File: src/logic/core_pkg.sv
`default_nettype none

package core_pkg;

    // ======================================================================
    // Opcodes of the supported RV32I subset
    // ======================================================================
    localparam logic [6:0] OPC_OP     = 7'b0110011;
    localparam logic [6:0] OPC_OPIMM  = 7'b0010011;
    localparam logic [6:0] OPC_LUI    = 7'b0110111;
    localparam logic [6:0] OPC_LOAD   = 7'b0000011;
    localparam logic [6:0] OPC_STORE  = 7'b0100011;
    localparam logic [6:0] OPC_BRANCH = 7'b1100011;
    localparam logic [6:0] OPC_JAL    = 7'b1101111;

    typedef enum logic [2:0] {
        ALU_ADD,
        ALU_SUB,
        ALU_AND,
        ALU_OR,
        ALU_XOR,
        ALU_SLT,
        ALU_PASS_B
    } alu_op_e;

    // Operand source for execute
    typedef enum logic [1:0] {
        FWD_RF,
        FWD_EM,
        FWD_MW
    } fwd_sel_e;

    // ======================================================================
    // Stage payloads
    // ======================================================================
    typedef struct packed {
        logic        valid;
        logic [31:0] pc;
        logic [31:0] instr;
    } fd_payload_t;

    typedef struct packed {
        logic        valid;
        logic [31:0] pc;
        logic [31:0] rs1_val;
        logic [31:0] rs2_val;
        logic [4:0]  rs1_idx;
        logic [4:0]  rs2_idx;
        logic [31:0] imm;
        alu_op_e     alu_op;
        logic        use_imm;
        logic        is_load;
        logic        is_store;
        logic        is_branch;
        logic        br_ne;
        logic        is_jal;
        logic        reg_we;
        logic [4:0]  rd;
    } de_payload_t;

    typedef struct packed {
        logic        valid;
        logic [31:0] pc;
        logic [31:0] result;
        logic [31:0] store_data;
        logic        is_load;
        logic        is_store;
        logic        reg_we;
        logic [4:0]  rd;
    } em_payload_t;

    typedef struct packed {
        logic        valid;
        logic [31:0] pc;
        logic        reg_we;
        logic [4:0]  rd;
        logic [31:0] result;
    } mw_payload_t;

    // Register file write port, also the oldest forwarding source
    typedef struct packed {
        logic        en;
        logic [4:0]  idx;
        logic [31:0] data;
    } wb_port_t;

endpackage

`default_nettype wire

File: src/logic/hazard_unit.sv
`default_nettype none

module hazard_unit (
    input  wire                        clk,
    input  wire                        rst_i,
    input  wire [4:0]                  rs1_idx_i,
    input  wire [4:0]                  rs2_idx_i,
    input  wire core_pkg::de_payload_t de_i,
    input  wire core_pkg::em_payload_t em_i,
    input  wire core_pkg::wb_port_t    wb_i,
    input  wire                        redirect_i,
    output logic                       stall_o,
    output logic                       flush_fd_o,
    output logic                       flush_de_o,
    output core_pkg::fwd_sel_e         fwd_a_o,
    output core_pkg::fwd_sel_e         fwd_b_o
);

    // Younger result in the memory stage wins
    function automatic core_pkg::fwd_sel_e pick_src(input logic [4:0] idx);
        if (idx == 5'd0) begin
            return core_pkg::FWD_RF;
        end
        if (em_i.valid && em_i.reg_we && em_i.rd == idx) begin
            return core_pkg::FWD_EM;
        end
        if (wb_i.en && wb_i.idx == idx) begin
            return core_pkg::FWD_MW;
        end
        return core_pkg::FWD_RF;
    endfunction

    always_comb begin
        fwd_a_o = pick_src(de_i.rs1_idx);
        fwd_b_o = pick_src(de_i.rs2_idx);
    end

    // Load data is not ready until the memory stage, so hold one cycle
    assign stall_o = de_i.valid && de_i.is_load && de_i.rd != 5'd0 &&
                     (de_i.rd == rs1_idx_i || de_i.rd == rs2_idx_i);

    assign flush_fd_o = redirect_i;
    assign flush_de_o = redirect_i || stall_o;

    a_stall_vs_redirect: assert property (@(posedge clk) disable iff (rst_i)
        !(stall_o && redirect_i));

endmodule

`default_nettype wire

File: config.mk
export PLATFORM = sky130hd
export DESIGN_NAME = hazard_unit
export DESIGN_NICKNAME = d
export VERILOG_FILES = /design/src/logic/core_pkg.sv /design/src/logic/hazard_unit.sv
export SDC_FILE = /design/constraint.sdc
export NUM_CORES = 1
export LEC_CHECK = 0
export BUFFER_PORTS_ARGS = -buffer_cell sky130_fd_sc_hd__buf_2
export CAP_MARGIN = 0
export CORE_AREA = 3 3 122 124
export DETAILED_ROUTE_END_ITERATION = 10
export DIE_AREA = 0 0 125 127
export SYNTH_ARGS = -nofsm -noshare
export SYNTH_HDL_FRONTEND = slang
export SYNTH_SLANG_ARGS = --single-unit
File: constraint.sdc
create_clock -name vclk -period 4
set_clock_uncertainty 0.1 [all_clocks]
set_input_delay 0.8 -clock vclk [all_inputs]
set_output_delay 0.8 -clock vclk [all_outputs]
set_load 0.02 [all_outputs]
* After elaboration in Yosys (flattened, before gate mapping)
Cells that the tools add are included.
** Storage, ports and cells
- Register bits :: 0
- Input port bits :: 310
- Word-level logic and storage cells :: 43
- Output and inout bits :: 7
** Cells by class
- Muxes and demuxes :: 24
- Reductions and logical operators :: 13
- Eq/ne operators :: 6
** Operators by type and width (number)
- $eq 5x5->1 :: 6
- $mux 2 :: 12
- $mux 1 :: 12
- $logic_not 5->1 :: 2
- $logic_and 1x1->1 :: 8
- $reduce_bool 5->1 :: 1
- $logic_or 1x1->1 :: 2

* Logic depth before layout (Yosys ltp)
- Depth in word-level cells :: 9
- Depth in mapped cells :: 4
- Depth with buffers taken out :: 4

* Least setup slack after synthesis
No wires, ideal clock.
- Path kind :: input to output
- Start :: input de_i[48] in the netlist's numbering
- End :: output fwd_b_o[0]
- Buffers on the path :: 0
- Required time :: 3.100 ns
- Arrival :: 1.789 ns
- Stages :: 3
- Path slack :: 1.311 ns
- Path through :: xnor2_1 -> nand4_1 -> nor4_1
** Between the ends
- Cells in the longest elaborated chain, start to end :: 8
- Elaborated cells between the ends (all ways) :: 16
- Those cells by class :: eq/ne (2); mux (11); reduce/logical (3)
** Ends and longest elaborated chain
- from (decl) :: line hazard_unit.sv:8 : input wire core_pkg::de_payload_t de_i,
- $eq 5x5->1 :: line hazard_unit.sv:27 : if (wb_i.en && wb_i.idx == idx) begin
- $logic_and 1x1->1 :: line hazard_unit.sv:27
- $mux 1 (2 in series) :: line hazard_unit.sv:27
- $mux 1 :: line hazard_unit.sv:24 : if (em_i.valid && em_i.reg_we && em_i.rd == idx) begin
- $mux 2 :: line hazard_unit.sv:30 : return core_pkg::FWD_RF;
- $mux 2 :: line hazard_unit.sv:27
- $mux 2 * :: line hazard_unit.sv:24
- to (decl) :: line hazard_unit.sv:16 : output core_pkg::fwd_sel_e fwd_b_o
Every way passes the cells marked *; elsewhere a longest branch is shown, timed or not. The select of a mux whose other input is x is not followed.

* Worst setup path in the final report
- Start :: input de_i[51] in the netlist's numbering
- End :: output fwd_b_o[0]
Same word-level chain as after synthesis.

==> impl_metrics.toml <==
[run_status]
outcome = "finished clean"

[final_layout]
final_util_pct = 6.355
clock_buffers = 0
diodes = 0
drive_above_1_share_pct = 47.62
fin_nets = 417
seq_cells = 0
seq_area_um2 = 0
stdcell_count = 285
area_growth_pct = 108.0

[route]
viasPerCell = 1.996
wl_per_cell_um = 8.477
drtAntennaViolNets = 0
dr.first_iter.drc_count = 7
vias = 569
wl_mm = 2.416
drc_errors = 0
drt-pass1-iter-count = 4

[synth]
synthTopCellsByArea = "xor2_1, xnor2_1, nor3_1"
syn-cell-area_um2 = 424.2
yosysTopAreaCell = "xor2_1"
synth_top_area_share_pct = 30.97
synthTopCellsByCount = "xor2_1, xnor2_1, nor3_1"
syn-num-nets = 368
ys_warn_count = 0
syn_area_per_cell_um2 = 7.313
synthesis.instances = 58
ys_types = 17
synth_most_common_cell = "xor2_1"
ys_seq_area_share_pct = 0

[timing]
tightest_slew_ns = 0.4004
hold_viol = 0
fmax_mhz = 358.4
setup_tns_ns = 0
finalCritPeriodShare_pct = 69.75
slew_headroom_pct = 73.06
rsz0062_at_grt = "false"
setup_viol = 0
layout_setup_ws_ns = 1.210
min_period_ns = 2.790
maxSlewViolCount = 0

[clocking]
cts_setup_buffers = 0
post_cts_resized = 0
cts.hold.buffers_added = 0

[place]
post-place-ws_ns = 1.194
numPlacedInstances = 285
port_buffers = 48
place_hpwl_mm = 2.320
gp_congestion = 0.7299

[worst_setup_path]
crit_slowest_cell = "nor4_1"
cp-end-kind = "primary output"
cp_data_arrival_time_ns = 1.89
cp_max_fo = 3
path_class = "in -> out"
crit_cells = 5
cp-start-kind = "primary input"
worst_ep_required_time_ns = 3.10
cp_slowest_stage_delay_ns = 0.41
path_cells = "buf_2 > xnor2_1 > nand4_1 > nor4_1 > buf_2"
crit_path_frequent_cell = "buf_2"
crit_family = "simple AND/OR/NAND/NOR gates"
path_buf_inv = 2

[run]
max-cap-violations = 0

[global_routing]
grt-ovfl-total = 0
grt_first_pass_wirelength_mm = 3.222
antenna_found_initial = 2
grt_max_degree = 5
grt_usage_pct = 2.736
grt_pass1_vias = 515

[die]
rows = 43
io_pins = 317
die_w_um = 125
die_height_um = 127
die_area_um2 = 15880
fp.coreArea_um2 = 13880
start_util_pct = 3.056

[power]
power_density_nw_per_um2 = 77.31
ir_worst_vdd_uv = 10.86
p_leak_nw = 0.3303

[worst_hold_path]
hp-class = "in -> out"
hold_depth = 2
## per-stage QoR
stage	hold slack, ns	area [um2]	power, W
after floorplan	1.613	424.2	0.00003323
after global placement	1.732	882.1	0.00006830
after detailed placement	1.733	882.1	0.00006857
after CTS	1.734	882.1	0.00006905
after global routing	1.753	882.1	0.00007489
final	1.732	882.1	0.00006820
## path summary, 6_finish.rpt
kind,start,to
setup / recovery,de_i[51],fwd_b_o[0]
hold / removal,redirect_i,flush_fd_o
## logic make-up (layout without fill, tap and decap cells)
kind of cell	Yosys count	after routing	share of synthesized area (%)
xor gates and xnor gates	29	29	59.88
and+or+nand+nor	22	22	28.02
buffers and inverters	2	49	2.655
AOI/OAI and AO/OA	5	5	9.440
## area by class of cell
type	count	area [um2]
Fill cell	1664	13000
Inverter	1	3.754
Multi-Input combinational cell	56	412.9
Tap cell	180	225.2
Timing Repair Buffer	48	240.2
## cell usage in the layout (no fill, tap or decap), drive strengths merged
| master | count |
|---|---|
| o21bai | 1 |
| xnor2 | 14 |
| o211ai | 1 |
| nor3 | 7 |
| inv | 1 |
| buf | 48 |
| nand4 | 3 |
| nand3 | 1 |
| xor2 | 15 |
| a21oi | 1 |
| nor2 | 4 |
| nand2 | 2 |
| or4 | 2 |
| a21boi | 1 |
| nor4 | 3 |
| a22oi | 1 |
## per-layer routing
| metal | up-vias | part of all wire, % | wire [um] | track usage (%) |
|---|---|---|---|---|
| met5 | - | 1.1 | 27 | 0 |
| met4 | 4 | 0.17 | 4 | 0 |
| met3 | 4 | 7.3 | 176 | 1.129 |
| met2 | 12 | 63 | 1525 | 6.169 |
| met1 | 251 | 28 | 682 | 2.272 |
| li1 | 298 | - | - | - |
## power breakdown
group | internal (W) | switching [W] | total (W)
Clock | 0 | 0 | 0
Combinational | 0.0000353 | 0.0000329 | 0.0000682
Sequential | 0 | 0 | 0
Total | 0.0000353 | 0.0000329 | 0.0000682
No activity file was read; power rests on OpenSTA's default activity.
