## config.mk

```make
export PLATFORM = sky130hd
export DESIGN_NAME = execute_stage
export DESIGN_NICKNAME = d
export VERILOG_FILES = /design/src/logic/core_pkg.sv /design/src/logic/execute_stage.sv
export SDC_FILE = /design/constraint.sdc
export NUM_CORES = 1
export LEC_CHECK = 0
export BUFFER_PORTS_ARGS = -buffer_cell sky130_fd_sc_hd__buf_2
export CORE_AREA = 3 3 170 172
export CTS_CLUSTER_DIAMETER = 120
export CTS_CLUSTER_SIZE = 25
export DETAILED_ROUTE_END_ITERATION = 10
export DIE_AREA = 0 0 173 175
export PLACE_DENSITY = 0.78
export RECOVER_POWER = 100
export SYNTH_ARGS = -nofsm -noshare
export SYNTH_HDL_FRONTEND = slang
export SYNTH_SLANG_ARGS = --single-unit
```

## constraint.sdc

```tcl
create_clock -name clk -period 7.89 [get_ports clk]
set_clock_uncertainty 0.15 [all_clocks]
set_input_delay 0.789 -clock clk [delete_from_list [all_inputs] [get_ports clk]]
set_output_delay 0.789 -clock clk [all_outputs]
set_load 0.01 [all_outputs]
```

## src/logic/core_pkg.sv

```systemverilog
`default_nettype none

package core_pkg;

    // ======================================================================
    // Opcodes of the supported RV32I subset
    // ======================================================================
    localparam logic [6:0] OPC_OP     = 7'b0110011;
    localparam logic [6:0] OPC_OPIMM  = 7'b0010011;
    localparam logic [6:0] OPC_LUI    = 7'b0110111;
    localparam logic [6:0] OPC_LOAD   = 7'b0000011;
    localparam logic [6:0] OPC_STORE  = 7'b0100011;
    localparam logic [6:0] OPC_BRANCH = 7'b1100011;
    localparam logic [6:0] OPC_JAL    = 7'b1101111;

    typedef enum logic [2:0] {
        ALU_ADD,
        ALU_SUB,
        ALU_AND,
        ALU_OR,
        ALU_XOR,
        ALU_SLT,
        ALU_PASS_B
    } alu_op_e;

    // Operand source for execute
    typedef enum logic [1:0] {
        FWD_RF,
        FWD_EM,
        FWD_MW
    } fwd_sel_e;

    // ======================================================================
    // Stage payloads
    // ======================================================================
    typedef struct packed {
        logic        valid;
        logic [31:0] pc;
        logic [31:0] instr;
    } fd_payload_t;

    typedef struct packed {
        logic        valid;
        logic [31:0] pc;
        logic [31:0] rs1_val;
        logic [31:0] rs2_val;
        logic [4:0]  rs1_idx;
        logic [4:0]  rs2_idx;
        logic [31:0] imm;
        alu_op_e     alu_op;
        logic        use_imm;
        logic        is_load;
        logic        is_store;
        logic        is_branch;
        logic        br_ne;
        logic        is_jal;
        logic        reg_we;
        logic [4:0]  rd;
    } de_payload_t;

    typedef struct packed {
        logic        valid;
        logic [31:0] pc;
        logic [31:0] result;
        logic [31:0] store_data;
        logic        is_load;
        logic        is_store;
        logic        reg_we;
        logic [4:0]  rd;
    } em_payload_t;

    typedef struct packed {
        logic        valid;
        logic [31:0] pc;
        logic        reg_we;
        logic [4:0]  rd;
        logic [31:0] result;
    } mw_payload_t;

    // Register file write port, also the oldest forwarding source
    typedef struct packed {
        logic        en;
        logic [4:0]  idx;
        logic [31:0] data;
    } wb_port_t;

endpackage

`default_nettype wire

```

## src/logic/execute_stage.sv

```systemverilog
`default_nettype none

module execute_stage (
    input  wire                        clk,
    input  wire                        rst_i,
    input  wire core_pkg::de_payload_t de_i,
    input  wire core_pkg::fwd_sel_e    fwd_a_i,
    input  wire core_pkg::fwd_sel_e    fwd_b_i,
    input  wire core_pkg::em_payload_t em_fwd_i,
    input  wire core_pkg::wb_port_t    wb_i,
    output logic                       redirect_o,
    output logic [31:0]                redirect_pc_o,
    output core_pkg::em_payload_t      em_o
);

    logic [31:0] op_a;
    logic [31:0] op_b;
    logic [31:0] alu_b;
    logic [31:0] alu_res;

    function automatic logic [31:0] pick_operand(input core_pkg::fwd_sel_e sel,
                                                 input logic [31:0] rf_val);
        case (sel)
            core_pkg::FWD_EM: return em_fwd_i.result;
            core_pkg::FWD_MW: return wb_i.data;
            default:          return rf_val;
        endcase
    endfunction

    always_comb begin
        op_a = pick_operand(fwd_a_i, de_i.rs1_val);
        op_b = pick_operand(fwd_b_i, de_i.rs2_val);
    end

    assign alu_b = de_i.use_imm ? de_i.imm : op_b;

    always_comb begin
        case (de_i.alu_op)
            core_pkg::ALU_SUB:    alu_res = op_a - alu_b;
            core_pkg::ALU_AND:    alu_res = op_a & alu_b;
            core_pkg::ALU_OR:     alu_res = op_a | alu_b;
            core_pkg::ALU_XOR:    alu_res = op_a ^ alu_b;
            core_pkg::ALU_SLT:    alu_res = {31'd0, $signed(op_a) < $signed(alu_b)};
            core_pkg::ALU_PASS_B: alu_res = alu_b;
            default:              alu_res = op_a + alu_b;
        endcase
    end

    // Taken branch or JAL, resolved here with not-taken assumed upstream
    assign redirect_o = de_i.is_jal ||
                        (de_i.is_branch && ((op_a == op_b) != de_i.br_ne));
    assign redirect_pc_o = de_i.pc + de_i.imm;

    always_ff @(posedge clk) begin
        if (rst_i) begin
            em_o.valid    <= 1'b0;
            em_o.reg_we   <= 1'b0;
            em_o.is_load  <= 1'b0;
            em_o.is_store <= 1'b0;
        end else begin
            em_o.valid    <= de_i.valid;
            em_o.reg_we   <= de_i.valid && de_i.reg_we;
            em_o.is_load  <= de_i.valid && de_i.is_load;
            em_o.is_store <= de_i.valid && de_i.is_store;
        end
        em_o.pc         <= de_i.pc;
        em_o.result     <= de_i.is_jal ? de_i.pc + 32'd4 : alu_res;
        em_o.store_data <= op_b;
        em_o.rd         <= de_i.rd;
    end

    a_redirect_valid: assert property (@(posedge clk) disable iff (rst_i)
        redirect_o |-> de_i.valid);

endmodule

`default_nettype wire

```

## After elaboration in Yosys (flattened, before gate mapping)

Cells that the tools add are included.

| operators by class | value |
|---|---|
| $add $sub $neg | 4 |
| magnitude comparators | 1 |
| equality and inequality tests | 12 |
| multiplexer cells | 5 |
| bitwise logic cells | 3 |
| reductions and logical operators | 5 |

Operators with widths:

| kind | number |
|---|---|
| case mux 32 bit (6 select lines) | 1 |
| case mux 32 bit (2 select lines) | 2 |
| adder 32 bit | 2 |
| two-way mux 32 bit | 2 |
| adder 32 x 3 -> 32 bit (second input constant) | 1 |
| AND 32 bit | 1 |
| == test 32 bit | 1 |
| < comparator 32 bit | 1 |
| bitwise OR 32 bit | 1 |
| subtractor 32 bit | 1 |
| bitwise XOR 32 bit | 1 |
| == test 3 bit (second input constant) | 3 |
| == test 3 x 2 -> 1 bit (second input constant) | 2 |
| == test 2 x 1 -> 1 bit (second input constant) | 2 |
| == test 2 bit (second input constant) | 2 |
| logical AND 1 bit | 4 |
| == test 3 x 1 -> 1 bit (second input constant) | 1 |
| logical OR 1 bit | 1 |
| != test 1 bit | 1 |

| storage, ports and cells | value |
|---|---|
| flip-flop bits (word level) | 105 |
| input bits | 303 |
| logic and storage cells | 38 |

## Logic depth before layout (Yosys ltp)

| logic depth | value |
|---|---|
| depth in word-level cells | 6 |
| gate-level depth with buffers | 21 |

## Worst setup path after synthesis

OpenSTA, ideal clock, no wires.

| path | value |
|---|---|
| path kind | input to register |
| from | input port fwd_b_i[0] |
| to | register em_o[40] (netlist bit) |
| arrival time | 4669 ps |
| slack | 2953 ps |
| stages on the path | 19 |
| cells stage by stage | inv_1 -> ha_1 -> clkbuf_1 -> clkbuf_1 -> clkbuf_1 -> nor2_1 -> a21oi_1 -> nor2_1 -> a21oi_1 -> inv_1 -> ha_1 -> clkbuf_1 -> nor4_1 -> a21oi_1 -> a2111o_1 -> a2111oi_4 -> o21ai_1 -> a41oi_1 -> nor2_1 |

| on the way | value |
|---|---|
| cells in the longest elaborated chain, start to end | 6 |
| elaborated cells on any way between the ends | 12 |

RTL lines:

| what | RTL line | text |
|---|---|---|
| start, declared | execute_stage.sv:8 | `input wire core_pkg::fwd_sel_e fwd_b_i,` |
| == test 2 bit or == test 2 x 1 -> 1 bit (tied branches) | execute_stage.sv:23 | `case (sel)` |
| case mux 32 bit (2 select lines) (*) | execute_stage.sv:23 |  |
| two-way mux 32 bit (*) | execute_stage.sv:35 | `assign alu_b = de_i.use_imm ? de_i.imm : op_b;` |
| adder 32 bit, or another cell as far along | execute_stage.sv:45 | `default: alu_res = op_a + alu_b;` |
| case mux 32 bit (6 select lines) (*) | execute_stage.sv:38 | `case (de_i.alu_op)` |
| two-way mux 32 bit (*) | execute_stage.sv:67 | `em_o.result <= de_i.is_jal ? de_i.pc + 32'd4 : alu_res;` |
| end, declared | execute_stage.sv:13 | `output core_pkg::em_payload_t em_o` |

Every way passes the cells marked *; elsewhere a longest branch is shown, timed or not.
A chain may end at the register's enable or synchronous reset.

## Worst setup path after layout

| path | value |
|---|---|
| from | input port fwd_b_i[1] |
| to | register em_o[40] (netlist bit) |

| on the way | value |
|---|---|
| cells in the longest elaborated chain, start to end | 6 |
| elaborated cells on any way between the ends | 12 |

RTL lines:

| what | RTL line | text |
|---|---|---|
| == test 2 bit or == test 2 x 1 -> 1 bit (tied branches) | execute_stage.sv:23 |  |
| case mux 32 bit (2 select lines) (*) | execute_stage.sv:23 |  |
| net op_b[18] | execute_stage.sv:17 | `logic [31:0] op_b;` |
| two-way mux 32 bit (*) | execute_stage.sv:35 |  |
| < comparator 32 bit (*) | execute_stage.sv:43 | `core_pkg::ALU_SLT: alu_res = {31'd0, $signed(op_a) < $signed(alu_b)};` |
| case mux 32 bit (6 select lines) (*) | execute_stage.sv:38 |  |
| two-way mux 32 bit (*) | execute_stage.sv:67 |  |

Mark *: on every way through the listed nets, which the timed path passes. The rest lies on a longest branch.

==> results by group <==
Synth
  – Avg Cell Area, Syn: 7.144 µm²
  – Synthesized instance count: 1,659
  – Mapped Nets: 2,097
  – Distinct cells, synth: 83
  – Synth Flop Type: dfxtp_1
  – Largest cells by area after synthesis: dfxtp_1 18%, ha_1 14%, a21oi_1 9.8%, nor2_1 5.7%, xnor2_1 5.5%
  – Async set-reset flop share out of synthesis: 0
  – Seq/Total Area, Yosys: 0.1773
  – Dominant cell type by area after synthesis: dfxtp_1
  – Ys Warns: 0
  – Synthesized cell area: 11,850 µm²
  – Share of the synthesized area in the top cell type: 0.1773
  – Post-synth EDFFs: 0
  – Synthesis-stage register bit count: 105

Route
  – Drt total wl: 53,960 µm
  – Antenna Nets Post-Route: 0
  – Via Count: 14,190
  – DR iter-0 viols: 1,388
  – Via-to-Cell Ratio: 6.068
  – Final routed DRC violation total: 0
  – Drt pass-1 iters: 6
  – Drt wl/cell: 23.07 µm

Die
  – Core area: 27,630 µm²
  – Die Y-Extent: 175 µm
  – Rows: 61
  – Die X: 173 µm
  – Starting Density: 0.4290
  – Ports: 441
  – Die footprint: 30,280 µm²

Power and ir drop
  – Clock group share of total power: 0.201
  – Internal power: 0.001269 W
  – Switching Fraction: 0.4706
  – Pleak: 6.304 nW
  – Switching pwr: 0.001128 W
  – Worst vdd rail ir drop: 0.1030 mV
  – Pwr Density: 172.0 nW/µm²
  – Sequential share of power: 0.253
  – Logic pwr share: 0.546

Clocking
  – Post-CTS Setup Inserts: 0
  – Hold Buf Count CTS: 0
  – CTS H-tree lvls: 3
  – Clock buffer count from CTS: 9
  – CTS Buffer Depth: 2
  – CTS tree: yes
  – Clock transition at path regs: 90 ps
  – Clock Sink Count: 105
  – CTS Root Cell: clkbuf_16
  – Cts repair resizes: 0

Worst setup path
  – CP Max Fanout: 32
  – Crit Path Category: input pin to flip-flop
  – Crit path arrival time: 6640 ps
  – Critical Path Sink Type: flip-flop
  – Required @ worst endpoint: 8010 ps
  – Worst setup SP type: input pin

Finish
  – Commonest non-fill, non-tap cell in the layout: a21oi_1
  – Area Overhead vs Synth: 17.54%
  – Nets: 2,389
  – Top Registers: em_o x105
  – Most frequent cells in the layout: 233 x a21oi_1, 183 x buf_2, 178 x nor2_1, 172 x clkbuf_1, 149 x inv_1
  – Max reg flops: 105
  – Largest reg by FF count: em_o
  – Layout cells sized above 1: 0.1242

Timing
  – Worst slew pin tran: 1663 ps
  – Post-route minimum period: 6517 ps
  – RSZ-0062 raised after global routing: no
  – Final setup vio count: 0
  – Setup TNS: 0 ps
  – Worst relative slew slack: -0.1083
  – Slew Viols, Final: 33
  – Final WS setup: 1373 ps
  – Final hold violations: 0
  – Tcrit/Tclk final: 0.8259
  – Max Clk Rate: 0.1535 GHz

Run status
  – Failing checks: max-capacitance violations, max-slew violations
  – Status: finished with violations

Placed design
  – Post-DP HPWL: 42,840 µm
  – Gpl congestion: 1.006
  – Port bufs: 351
  – Setup Slack @ Placement: 2061 ps

GRT
  – Gr usage total: 0.3408
  – First-pass GRT wire length: 80,870 µm
  – Vias in the first global route: 13,690
  – Gr ovfl total: 0
  – Initial antenna violation count: 12
  – Largest net degree at the start of global routing: 69

Min path
  – Hold Path Cell Cnt: 1
  – Hold WC Path Type: input pin to flip-flop

Flow run
  – Number of max-cap violations: 1
-- layer usage --
layer / up-vias / wire [µm] / global-route usage
met5: - / 110 / 0
met4: 18 / 2876 / 0.1611
met3: 160 / 5868 / 0.09061
met2: 811 / 23640 / 0.5426
met1: 6626 / 21460 / 0.4299
li1: 6577 / - / -
-- logic make-up after synthesis --
family,synth area share
AO/OA/AOI/OAI,0.3371
AND/OR/NAND/NOR,0.1752
buffers and inverters,0.07801
adder cells (fa/ha/maj),0.1444
XOR/XNOR,0.07833
flip-flops,0.1773
multiplexers,0.009606
-- cell usage after synthesis, drive strengths merged (25+ instances only) --
cell type / number
xor2: 31
o21ai: 91
inv: 149
nand3: 37
dfxtp: 105
nand2: 100
a22oi: 72
nor3: 28
a21oi: 234
xnor2: 75
a21o: 25
ha: 132
nor2: 180
clkbuf: 69
-- through the flow --
stage / hold slack, ps / util / instances / instance area (µm²) / power, W
finish: 358.8 / 0.5043 / 2339 / 13930 / 0.002397
detailed placement: 745.2 / 0.5032 / 2318 / 13900 / 0.001919
global route: 359.4 / 0.5039 / 2335 / 13920 / 0.002538
global placement: 742.5 / 0.5032 / 2318 / 13900 / 0.001902
floorplan: 666.7 / - / 1659 / 11850 / 0.001472
CTS: 356.6 / 0.5137 / 2334 / 14190 / 0.002399
-- final cells by class --
class / count / area [µm²]
Multi-Input combinational cell: 1311 / 8788
Sequential cell: 105 / 2102
Inverter: 150 / 563.0
Fill cell: 2947 / 13700
Timing Repair Buffer: 374 / 1704
Antenna cell: 5 / 12.51
Clock buffer: 9 / 225.2
Clock inverter: 7 / 63.81
Tap cell: 378 / 473.0
-- power groups by stage --
stage	Combinational, W	Clock (W)	Sequential (W)
CTS	0.00131	0.000485	0.000604
global route	0.00142	0.000505	0.000611
finish	0.00131	0.000482	0.000606
global placement	0.00129	0	0.000615
floorplan	0.000828	0	0.000644
detailed placement	0.00130	0	0.000615
-- critical path, cell delays in order --
cell and delay (ps):
clkbuf_1 90, inv_1 50, ha_1 130, clkbuf_1 1190, a22oi_1 250, o21ai_0 870, mux2i_1 310, inv_1 120
ha_1 380, nor4_1 370, nand2_1 170, a2111o_1 500, a2111oi_0 920, o21ai_1 150, a41oi_1 250, nor2_1 80
-- path summary, 6_finish.rpt --
| check | slack (ps) | to | start |
|---|---|---|---|
| setup / recovery | 1370 | em_o[40] | fwd_b_i[1] |
| hold / removal | 360 | em_o[0] | de_i[0] |
Power figures use the tool's default switching activity.
