[src/logic/core_pkg.sv]
`default_nettype none

package core_pkg;

    // ======================================================================
    // Opcodes of the supported RV32I subset
    // ======================================================================
    localparam logic [6:0] OPC_OP     = 7'b0110011;
    localparam logic [6:0] OPC_OPIMM  = 7'b0010011;
    localparam logic [6:0] OPC_LUI    = 7'b0110111;
    localparam logic [6:0] OPC_LOAD   = 7'b0000011;
    localparam logic [6:0] OPC_STORE  = 7'b0100011;
    localparam logic [6:0] OPC_BRANCH = 7'b1100011;
    localparam logic [6:0] OPC_JAL    = 7'b1101111;

    typedef enum logic [2:0] {
        ALU_ADD,
        ALU_SUB,
        ALU_AND,
        ALU_OR,
        ALU_XOR,
        ALU_SLT,
        ALU_PASS_B
    } alu_op_e;

    // Operand source for execute
    typedef enum logic [1:0] {
        FWD_RF,
        FWD_EM,
        FWD_MW
    } fwd_sel_e;

    // ======================================================================
    // Stage payloads
    // ======================================================================
    typedef struct packed {
        logic        valid;
        logic [31:0] pc;
        logic [31:0] instr;
    } fd_payload_t;

    typedef struct packed {
        logic        valid;
        logic [31:0] pc;
        logic [31:0] rs1_val;
        logic [31:0] rs2_val;
        logic [4:0]  rs1_idx;
        logic [4:0]  rs2_idx;
        logic [31:0] imm;
        alu_op_e     alu_op;
        logic        use_imm;
        logic        is_load;
        logic        is_store;
        logic        is_branch;
        logic        br_ne;
        logic        is_jal;
        logic        reg_we;
        logic [4:0]  rd;
    } de_payload_t;

    typedef struct packed {
        logic        valid;
        logic [31:0] pc;
        logic [31:0] result;
        logic [31:0] store_data;
        logic        is_load;
        logic        is_store;
        logic        reg_we;
        logic [4:0]  rd;
    } em_payload_t;

    typedef struct packed {
        logic        valid;
        logic [31:0] pc;
        logic        reg_we;
        logic [4:0]  rd;
        logic [31:0] result;
    } mw_payload_t;

    // Register file write port, also the oldest forwarding source
    typedef struct packed {
        logic        en;
        logic [4:0]  idx;
        logic [31:0] data;
    } wb_port_t;

endpackage

`default_nettype wire

[src/logic/decode_stage.sv]
`default_nettype none

module decode_stage (
    input  wire                   clk,
    input  wire                   rst_i,
    input  wire                   stall_i,
    input  wire                   flush_i,
    input  wire core_pkg::fd_payload_t fd_i,
    input  wire core_pkg::wb_port_t    wb_i,
    output logic [4:0]            rs1_idx_o,
    output logic [4:0]            rs2_idx_o,
    output core_pkg::de_payload_t de_o
);

    logic [31:0]           regs [32];
    logic [31:0]           instr;
    logic                  use_rs1;
    logic                  use_rs2;
    core_pkg::de_payload_t de_d;

    assign instr = fd_i.instr;

    // Write-first read, x0 hardwired to zero
    function automatic logic [31:0] read_rf(input logic [4:0] idx);
        if (idx == 5'd0) begin
            return 32'd0;
        end
        if (wb_i.en && wb_i.idx == idx) begin
            return wb_i.data;
        end
        return regs[idx];
    endfunction

    // ======================================================================
    // Decoder and immediates
    // ======================================================================
    always_comb begin
        de_d        = '0;
        de_d.valid  = fd_i.valid;
        de_d.pc     = fd_i.pc;
        de_d.rd     = instr[11:7];
        de_d.alu_op = core_pkg::ALU_ADD;
        use_rs1     = 1'b0;
        use_rs2     = 1'b0;
        case (instr[6:0])
            core_pkg::OPC_OP: begin
                use_rs1     = 1'b1;
                use_rs2     = 1'b1;
                de_d.reg_we = 1'b1;
                case ({instr[31:25], instr[14:12]})
                    10'b0000000_000: de_d.alu_op = core_pkg::ALU_ADD;
                    10'b0100000_000: de_d.alu_op = core_pkg::ALU_SUB;
                    10'b0000000_111: de_d.alu_op = core_pkg::ALU_AND;
                    10'b0000000_110: de_d.alu_op = core_pkg::ALU_OR;
                    10'b0000000_100: de_d.alu_op = core_pkg::ALU_XOR;
                    10'b0000000_010: de_d.alu_op = core_pkg::ALU_SLT;
                    default: begin
                        use_rs1     = 1'b0;
                        use_rs2     = 1'b0;
                        de_d.reg_we = 1'b0;
                    end
                endcase
            end
            core_pkg::OPC_OPIMM: begin
                // ADDI only
                use_rs1      = (instr[14:12] == 3'b000);
                de_d.reg_we  = use_rs1;
                de_d.use_imm = 1'b1;
                de_d.imm     = {{20{instr[31]}}, instr[31:20]};
            end
            core_pkg::OPC_LUI: begin
                de_d.reg_we  = 1'b1;
                de_d.use_imm = 1'b1;
                de_d.alu_op  = core_pkg::ALU_PASS_B;
                de_d.imm     = {instr[31:12], 12'd0};
            end
            core_pkg::OPC_LOAD: begin
                use_rs1      = (instr[14:12] == 3'b010);
                de_d.is_load = use_rs1;
                de_d.reg_we  = use_rs1;
                de_d.use_imm = 1'b1;
                de_d.imm     = {{20{instr[31]}}, instr[31:20]};
            end
            core_pkg::OPC_STORE: begin
                use_rs1       = (instr[14:12] == 3'b010);
                use_rs2       = use_rs1;
                de_d.is_store = use_rs1;
                de_d.use_imm  = 1'b1;
                de_d.imm      = {{20{instr[31]}}, instr[31:25], instr[11:7]};
            end
            core_pkg::OPC_BRANCH: begin
                // BEQ and BNE differ in funct3 bit 0
                use_rs1        = (instr[14:13] == 2'b00);
                use_rs2        = use_rs1;
                de_d.is_branch = use_rs1;
                de_d.br_ne     = instr[12];
                de_d.imm       = {{19{instr[31]}}, instr[31], instr[7], instr[30:25],
                                  instr[11:8], 1'b0};
            end
            core_pkg::OPC_JAL: begin
                de_d.is_jal = 1'b1;
                de_d.reg_we = 1'b1;
                de_d.imm    = {{11{instr[31]}}, instr[31], instr[19:12], instr[20],
                               instr[30:21], 1'b0};
            end
            default: ;
        endcase
        if (de_d.rd == 5'd0) begin
            de_d.reg_we = 1'b0;
        end
        de_d.rs1_idx = (use_rs1 && fd_i.valid) ? instr[19:15] : 5'd0;
        de_d.rs2_idx = (use_rs2 && fd_i.valid) ? instr[24:20] : 5'd0;
        de_d.rs1_val = read_rf(de_d.rs1_idx);
        de_d.rs2_val = read_rf(de_d.rs2_idx);
    end

    assign rs1_idx_o = de_d.rs1_idx;
    assign rs2_idx_o = de_d.rs2_idx;

    // ======================================================================
    // Register file and decode-to-execute register
    // ======================================================================
    always_ff @(posedge clk) begin
        if (wb_i.en && wb_i.idx != 5'd0) begin
            regs[wb_i.idx] <= wb_i.data;
        end
    end

    always_ff @(posedge clk) begin
        de_o <= de_d;
        // Bubble on load-use hold, squash on redirect
        // An empty slot never carries a branch or a jump
        if (rst_i || flush_i || stall_i || !fd_i.valid) begin
            de_o.valid     <= 1'b0;
            de_o.is_branch <= 1'b0;
            de_o.is_jal    <= 1'b0;
        end
    end

    a_no_x0_write: assert property (@(posedge clk) disable iff (rst_i)
        wb_i.en |-> wb_i.idx != 5'd0);

endmodule

`default_nettype wire

[config.mk]
export PLATFORM = sky130hd
export DESIGN_NAME = decode_stage
export DESIGN_NICKNAME = d
export VERILOG_FILES = /design/src/logic/core_pkg.sv /design/src/logic/decode_stage.sv
export SDC_FILE = /design/constraint.sdc
export NUM_CORES = 2
export LEC_CHECK = 0
export BUFFER_PORTS_ARGS = -buffer_cell sky130_fd_sc_hd__clkbuf_2
export CAP_MARGIN = 20
export CORE_MARGIN = 5
export CORE_UTILIZATION = 42
export CTS_BUF_LIST = sky130_fd_sc_hd__clkbuf_8
export DETAILED_ROUTE_END_ITERATION = 12
export GPL_TIMING_DRIVEN = 1
export PLACE_DENSITY_LB_ADDON = 0.1
export SYNTH_ARGS = -nofsm -noshare
export SYNTH_HDL_FRONTEND = slang
export SYNTH_SLANG_ARGS = --single-unit
[constraint.sdc]
create_clock -name clk -period 14.74 [get_ports clk]
set_clock_uncertainty 0.1 [all_clocks]
set_input_delay 1.474 -clock clk [delete_from_list [all_inputs] [get_ports clk]]
set_output_delay 1.474 -clock clk [all_outputs]
set_load 0.05 [all_outputs]
# Yosys cells after proc, flatten, opt, wreduce, memory -nomap -nowiden
# Memory sizes are Yosys's and may differ from the RTL's.
# Cells that the tools add are included.
# totals
register_bits	154
ram_bits	1024
inputBits	107
elab_cells	82
mem_count	1
# mem_list
name	words	width	rd	rd_clocked_by_memory_dff	write_ports	line	rtl
regs	32	32	2	0	1	decode_stage.sv:15	logic [31:0] regs [32];
# op_classes
n_eq_ne	15
mux	27
bitwise	1
n_reduce_logical	22
# op_table
cell	count
$mux 32	8
$pmux 32 s5	1
$eq 10x3->1 const B	3
$eq 7x6->1 const B	3
$logic_not 5->1	3
$pmux 3 s5	1
$eq 7x7->1 const B	2
$mux 1	11
$eq 10x2->1 const B	1
$eq 10x9->1 const B	1
$eq 5x5->1	2
$logic_not 10->1	1
$mux 5	2
$pmux 1 s4	2
$reduce_or 2->1	4
$eq 7x2->1 const B	1
$eq 7x5->1 const B	1
$pmux 3 s2	1
$reduce_or 6->1	1
$logic_and 1x1->1	5
$reduce_bool 5->1	1
$reduce_or 4->1	1
$eq 3x2->1 const B	1
$logic_not 3->1	1
5 further kinds	7

# Depth between registers and ports, before layout
# logic_depth
ltp_word	12
depth_mapped	13
depth_no_buf	9

# Least setup slack after synthesis
# Ideal clock, no wire load.
# synth_path
kind	in2reg
from	input wb_i[33] in the netlist's numbering
to	memory regs[19][0] (enable)
setup_time_ps	513
arrival_time_ps	5617
slack_ps	8510
path_stages	4
path_buffers	2
cell_sequence	clkbuf_1 > clkbuf_1 > nand3_1 > nor4b_1
# synth_via
elab_chain_cells	4
# synth_rtl
element	line	rtl
start: declaration	decode_stage.sv:9	input wire core_pkg::wb_port_t wb_i,
$reduce_bool 5->1	decode_stage.sv:124	if (wb_i.en && wb_i.idx != 5'd0) begin
$logic_and 1x1->1	decode_stage.sv:124	
$mux 1	decode_stage.sv:124	
$mux 1 (implied by the code)	decode_stage.sv:125	regs[wb_i.idx] <= wb_i.data;
end: declaration	decode_stage.sv:15	
# Parallel ways exist; a longest one is shown, timed or not.

# Worst setup path after layout
# layout_path
from	input fd_i[26] in the netlist's numbering
to	output rs2_idx_o[0]
# layout_via
elab_chain_cells	6
# layout_rtl
element	line	rtl
start: declaration	decode_stage.sv:8	input wire core_pkg::fd_payload_t fd_i,
$eq 10x2->1 (tied with other cells)	decode_stage.sv:50	case ({instr[31:25], instr[14:12]})
$reduce_or 6->1 (no source line) *	--	
$mux 1 *	decode_stage.sv:50	
$pmux 1 s3 *	decode_stage.sv:45	case (instr[6:0])
$logic_and 1x1->1 *	decode_stage.sv:112	de_d.rs2_idx = (use_rs2 && fd_i.valid) ? instr[24:20] : 5'd0;
$mux 5 *	decode_stage.sv:112	
end: declaration	decode_stage.sv:11	output logic [4:0] rs2_idx_o,
# Every way passes the cells marked *; elsewhere a longest branch is shown, timed or not.

==> impl_metrics.toml <==
[clock_tree]
clk_pin_slew_ns = 0.06
ctsHoldBuffers = 0
clk_latency_ns = 0.94
cts_tree = "done"
htree_levels = 4
cts_setup_buffers = 0
ctsLongestPathBuffers = 3
cts.sinks = 1178
cts-root-buf = "clkbuf_8"
post_cts_resized = 0
numCtsBuffers = 203

[timing]
finalMaxSlewViolations = 0
maxSlewHeadroom_pct = 24.27
hold_viol = 0
finalSetupViolCount = 0
fin_tns_setup_ns = 0
fin_ws_ns = 8.050
period_share_pct = 45.38
fmax_ghz = 0.1495
tightest_slew_ns = 1.129
fin_crit_ns = 6.690
rsz0062_at_grt = "false"

[die]
start_util_pct = 42.11
coreArea_um2 = 127000
rows = 131
die_h_um = 366.9
io_pins = 271
die_area_um2 = 134600
die_w_um = 366.9

[routing]
via_per_inst = 6.592
final_antenna_net_count = 0
wl_per_cell_um = 36.85
routed-via-count = 40730
wl_um = 227700
drc_errors = 0
first_iter_violations = 5387
firstDrtPassIters = 6

[synth]
synth_cell_types = 80
netlist_area_um2 = 53500
async_flop_share_pct = 0
ys.flop_type = "edfxtp_1"
synth_warnings = 0
syn-mean-instance-area_um2 = 13.32
synth_edf_count = 1024
yosysSeqAreaShare_pct = 63.24
ys_seq_elements = 1178
synthCells = 4017

[global_routing]
grt_pass1_vias = 39640
grt_max_degree = 110
track_usage_pct = 32.75
grt_pass1_wl_um = 311700
grt_overflow = 0
antenna_found_initial = 25

[critical_path]
r2r_slack_ns = 12.27
cp_max_fo = 30
cpPeakStageDelay_ns = 0.69
crit_buf_inv = 5
critical_path_class = "primary input to output pin"
crit_family = "buffers and inverters"
crit_arrival_ns = 5.12
crit_slowest_cell = "nand2_1"
cp-end-kind = "output pin"
critPathLaunchType = "primary input"
cp_cell_sequence = "clkbuf_2 -> nor4_2 -> nand4b_4 -> o211ai_1 -> buf_4 -> nand2_1 -> inv_1 -> buf_4 -> clkbuf_2"
cp.required_ns = 13.17

[job]
drv_cap = 0

[placement]
portBuffers = 270
place_hpwl_um = 136100
pre_cts_slack_ns = 8.158
gp_congestion = 0.9123

[final_layout]
nNetsFinal = 4436
nFillCells = 11230
drive_gt1_share_pct = 21.74
area_growth_syn_to_layout_pct = 14.22

[run_status]
outcome = "finished, final reports clean"

[hold_path]
hold_class = "primary input to register"

[pwr]
leakage_nw = 21.53
cellPowerDensity_nw_per_um2 = 115.3
vdd_drop_max_uv = 90.90
final timing paths:
kind | depth (start not counted) | to | startpoint
setup / recovery | 9 | rs2_idx_o[0] | fd_i[26]
hold / removal | 1 | de_o[143] | fd_i[54]
setup reg to reg | 5 | de_o[61] | regs[31][4]
hold reg to reg | 3 | de_o[103] | regs[25][14]
per-layer routing:
metal | GRT usage, % | wire length [µm]
met1 | 43.41 | 89210
met2 | 47.43 | 96310
met3 | 10.50 | 27130
met4 | 18.87 | 14970
met5 | 0 | 95
through the flow:
step | std cells | util [%] | cell area [µm²] | hold WS [ns] | power, W
2_1_floorplan | 4048 | - | 53610 | 0.5191 | 0.004011
3_3_place_gp | 5784 | 44.99 | 57150 | 0.6048 | 0.004234
3_5_place_dp | 5785 | 45.00 | 57160 | 0.6213 | 0.004236
4_1_cts | 6164 | 48.07 | 61060 | 0.4556 | 0.007082
5_1_grt | 6167 | 48.08 | 61070 | 0.4847 | 0.007272
6_report | 6179 | 48.10 | 61100 | 0.5546 | 0.007045
area by class of cell:
class | instances | area [µm²] | share of cell area, %
Clock buffer | 231 | 3179 | 5.203
Timing Repair Buffer | 411 | 2489 | 4.073
Tap cell | 1662 | 2079 | 3.403
Sequential cell | 1178 | 33830 | 55.37
Multi-Input combinational cell | 2517 | 18700 | 30.60
Antenna cell | 14 | 35.03 | 0.05734
Inverter | 18 | 67.56 | 0.1106
Clock inverter | 148 | 720.7 | 1.179
worst register-to-register path: cells and delay by family, from the launching register on:
kind | cells | cell delay (ns)
AND/OR/NAND/NOR | 1 | 0.91
AO/OA/AOI/OAI | 3 | 0.42
flip-flops | 1 | 0.39
multiplexers | 1 | 0.49
logic make-up (layout without fill, tap and decap cells):
| logic type | count (synthesis) | count (layout) | synth area share (%) |
|---|---|---|---|
| buf+inv | 353 | 808 | 2.776 |
| mux | 549 | 549 | 12.68 |
| compound gates | 1103 | 1103 | 14.16 |
| other cells | 1 | 46 | 0.007010 |
| xor+xnor | 8 | 8 | 0.1310 |
| flops | 1178 | 1178 | 63.24 |
| simple gates | 825 | 825 | 7.000 |
cells in the mapped netlist (18+ instances only):
master | count | area [µm²]
nand3_1 | 50 | 250.2
a32o_1 | 52 | 520.5
nor3_1 | 57 | 285.3
dfxtp_1 | 154 | 3083
buf_1 | 53 | 198.9
a211oi_1 | 82 | 615.6
o221ai_1 | 159 | 1393
o311a_1 | 24 | 240.2
mux2i_1 | 340 | 3403
or3_1 | 29 | 181.4
nor2b_1 | 42 | 262.8
o211ai_1 | 36 | 270.3
nand2_1 | 255 | 957.2
edfxtp_1 | 1024 | 30750
clkbuf_1 | 195 | 732.0
mux4_2 | 91 | 2049
buf_2 | 71 | 355.3
nor2_1 | 298 | 1119
o31ai_1 | 18 | 135.1
mux2_2 | 118 | 1329
a21o_1 | 26 | 195.2
a31oi_1 | 21 | 131.4
o21ai_0 | 206 | 1031
a21oi_1 | 239 | 1196
o22ai_1 | 105 | 656.9
state kept, by name (all words and copies together) (netlist names):
register,flops
de_o,154
regs,1024
report_power, final:
part / internal [W] / switching [W] / total (W)
Clock: 0.00145 / 0.00141 / 0.00287
Sequential: 0.00367 / 0.0000223 / 0.00370
Combinational: 0.000136 / 0.000345 / 0.000481
Total: 0.00526 / 0.00178 / 0.00705
layout by cell type (no fill, tap or decap), types with 15 or more instances in the layout:
| cell | count |
|---|---|
| nand3_1 | 44 |
| nand2_1 | 251 |
| mux2_2 | 118 |
| mux2i_1 | 340 |
| a31oi_1 | 21 |
| nor2b_1 | 42 |
| a211oi_1 | 81 |
| edfxtp_1 | 1024 |
| buf_4 | 137 |
| o31ai_1 | 18 |
| clkbuf_2 | 266 |
| dfxtp_1 | 154 |
| conb_1 | 32 |
| o311a_1 | 24 |
| inv_1 | 112 |
| a21boi_0 | 15 |
| or3_1 | 28 |
| mux4_2 | 91 |
| a21oi_1 | 239 |
| o22ai_1 | 105 |
| o211ai_1 | 36 |
| clkbuf_8 | 232 |
| nor2_4 | 23 |
| nand4_1 | 16 |
| a21o_1 | 26 |
| a32o_1 | 52 |
| clkinv_1 | 19 |
| nor2_1 | 275 |
| clkinv_2 | 15 |
| o221ai_1 | 159 |
| nor3_1 | 48 |
| o21ai_0 | 205 |
Note: power is estimated with default switching activity, not from simulation.
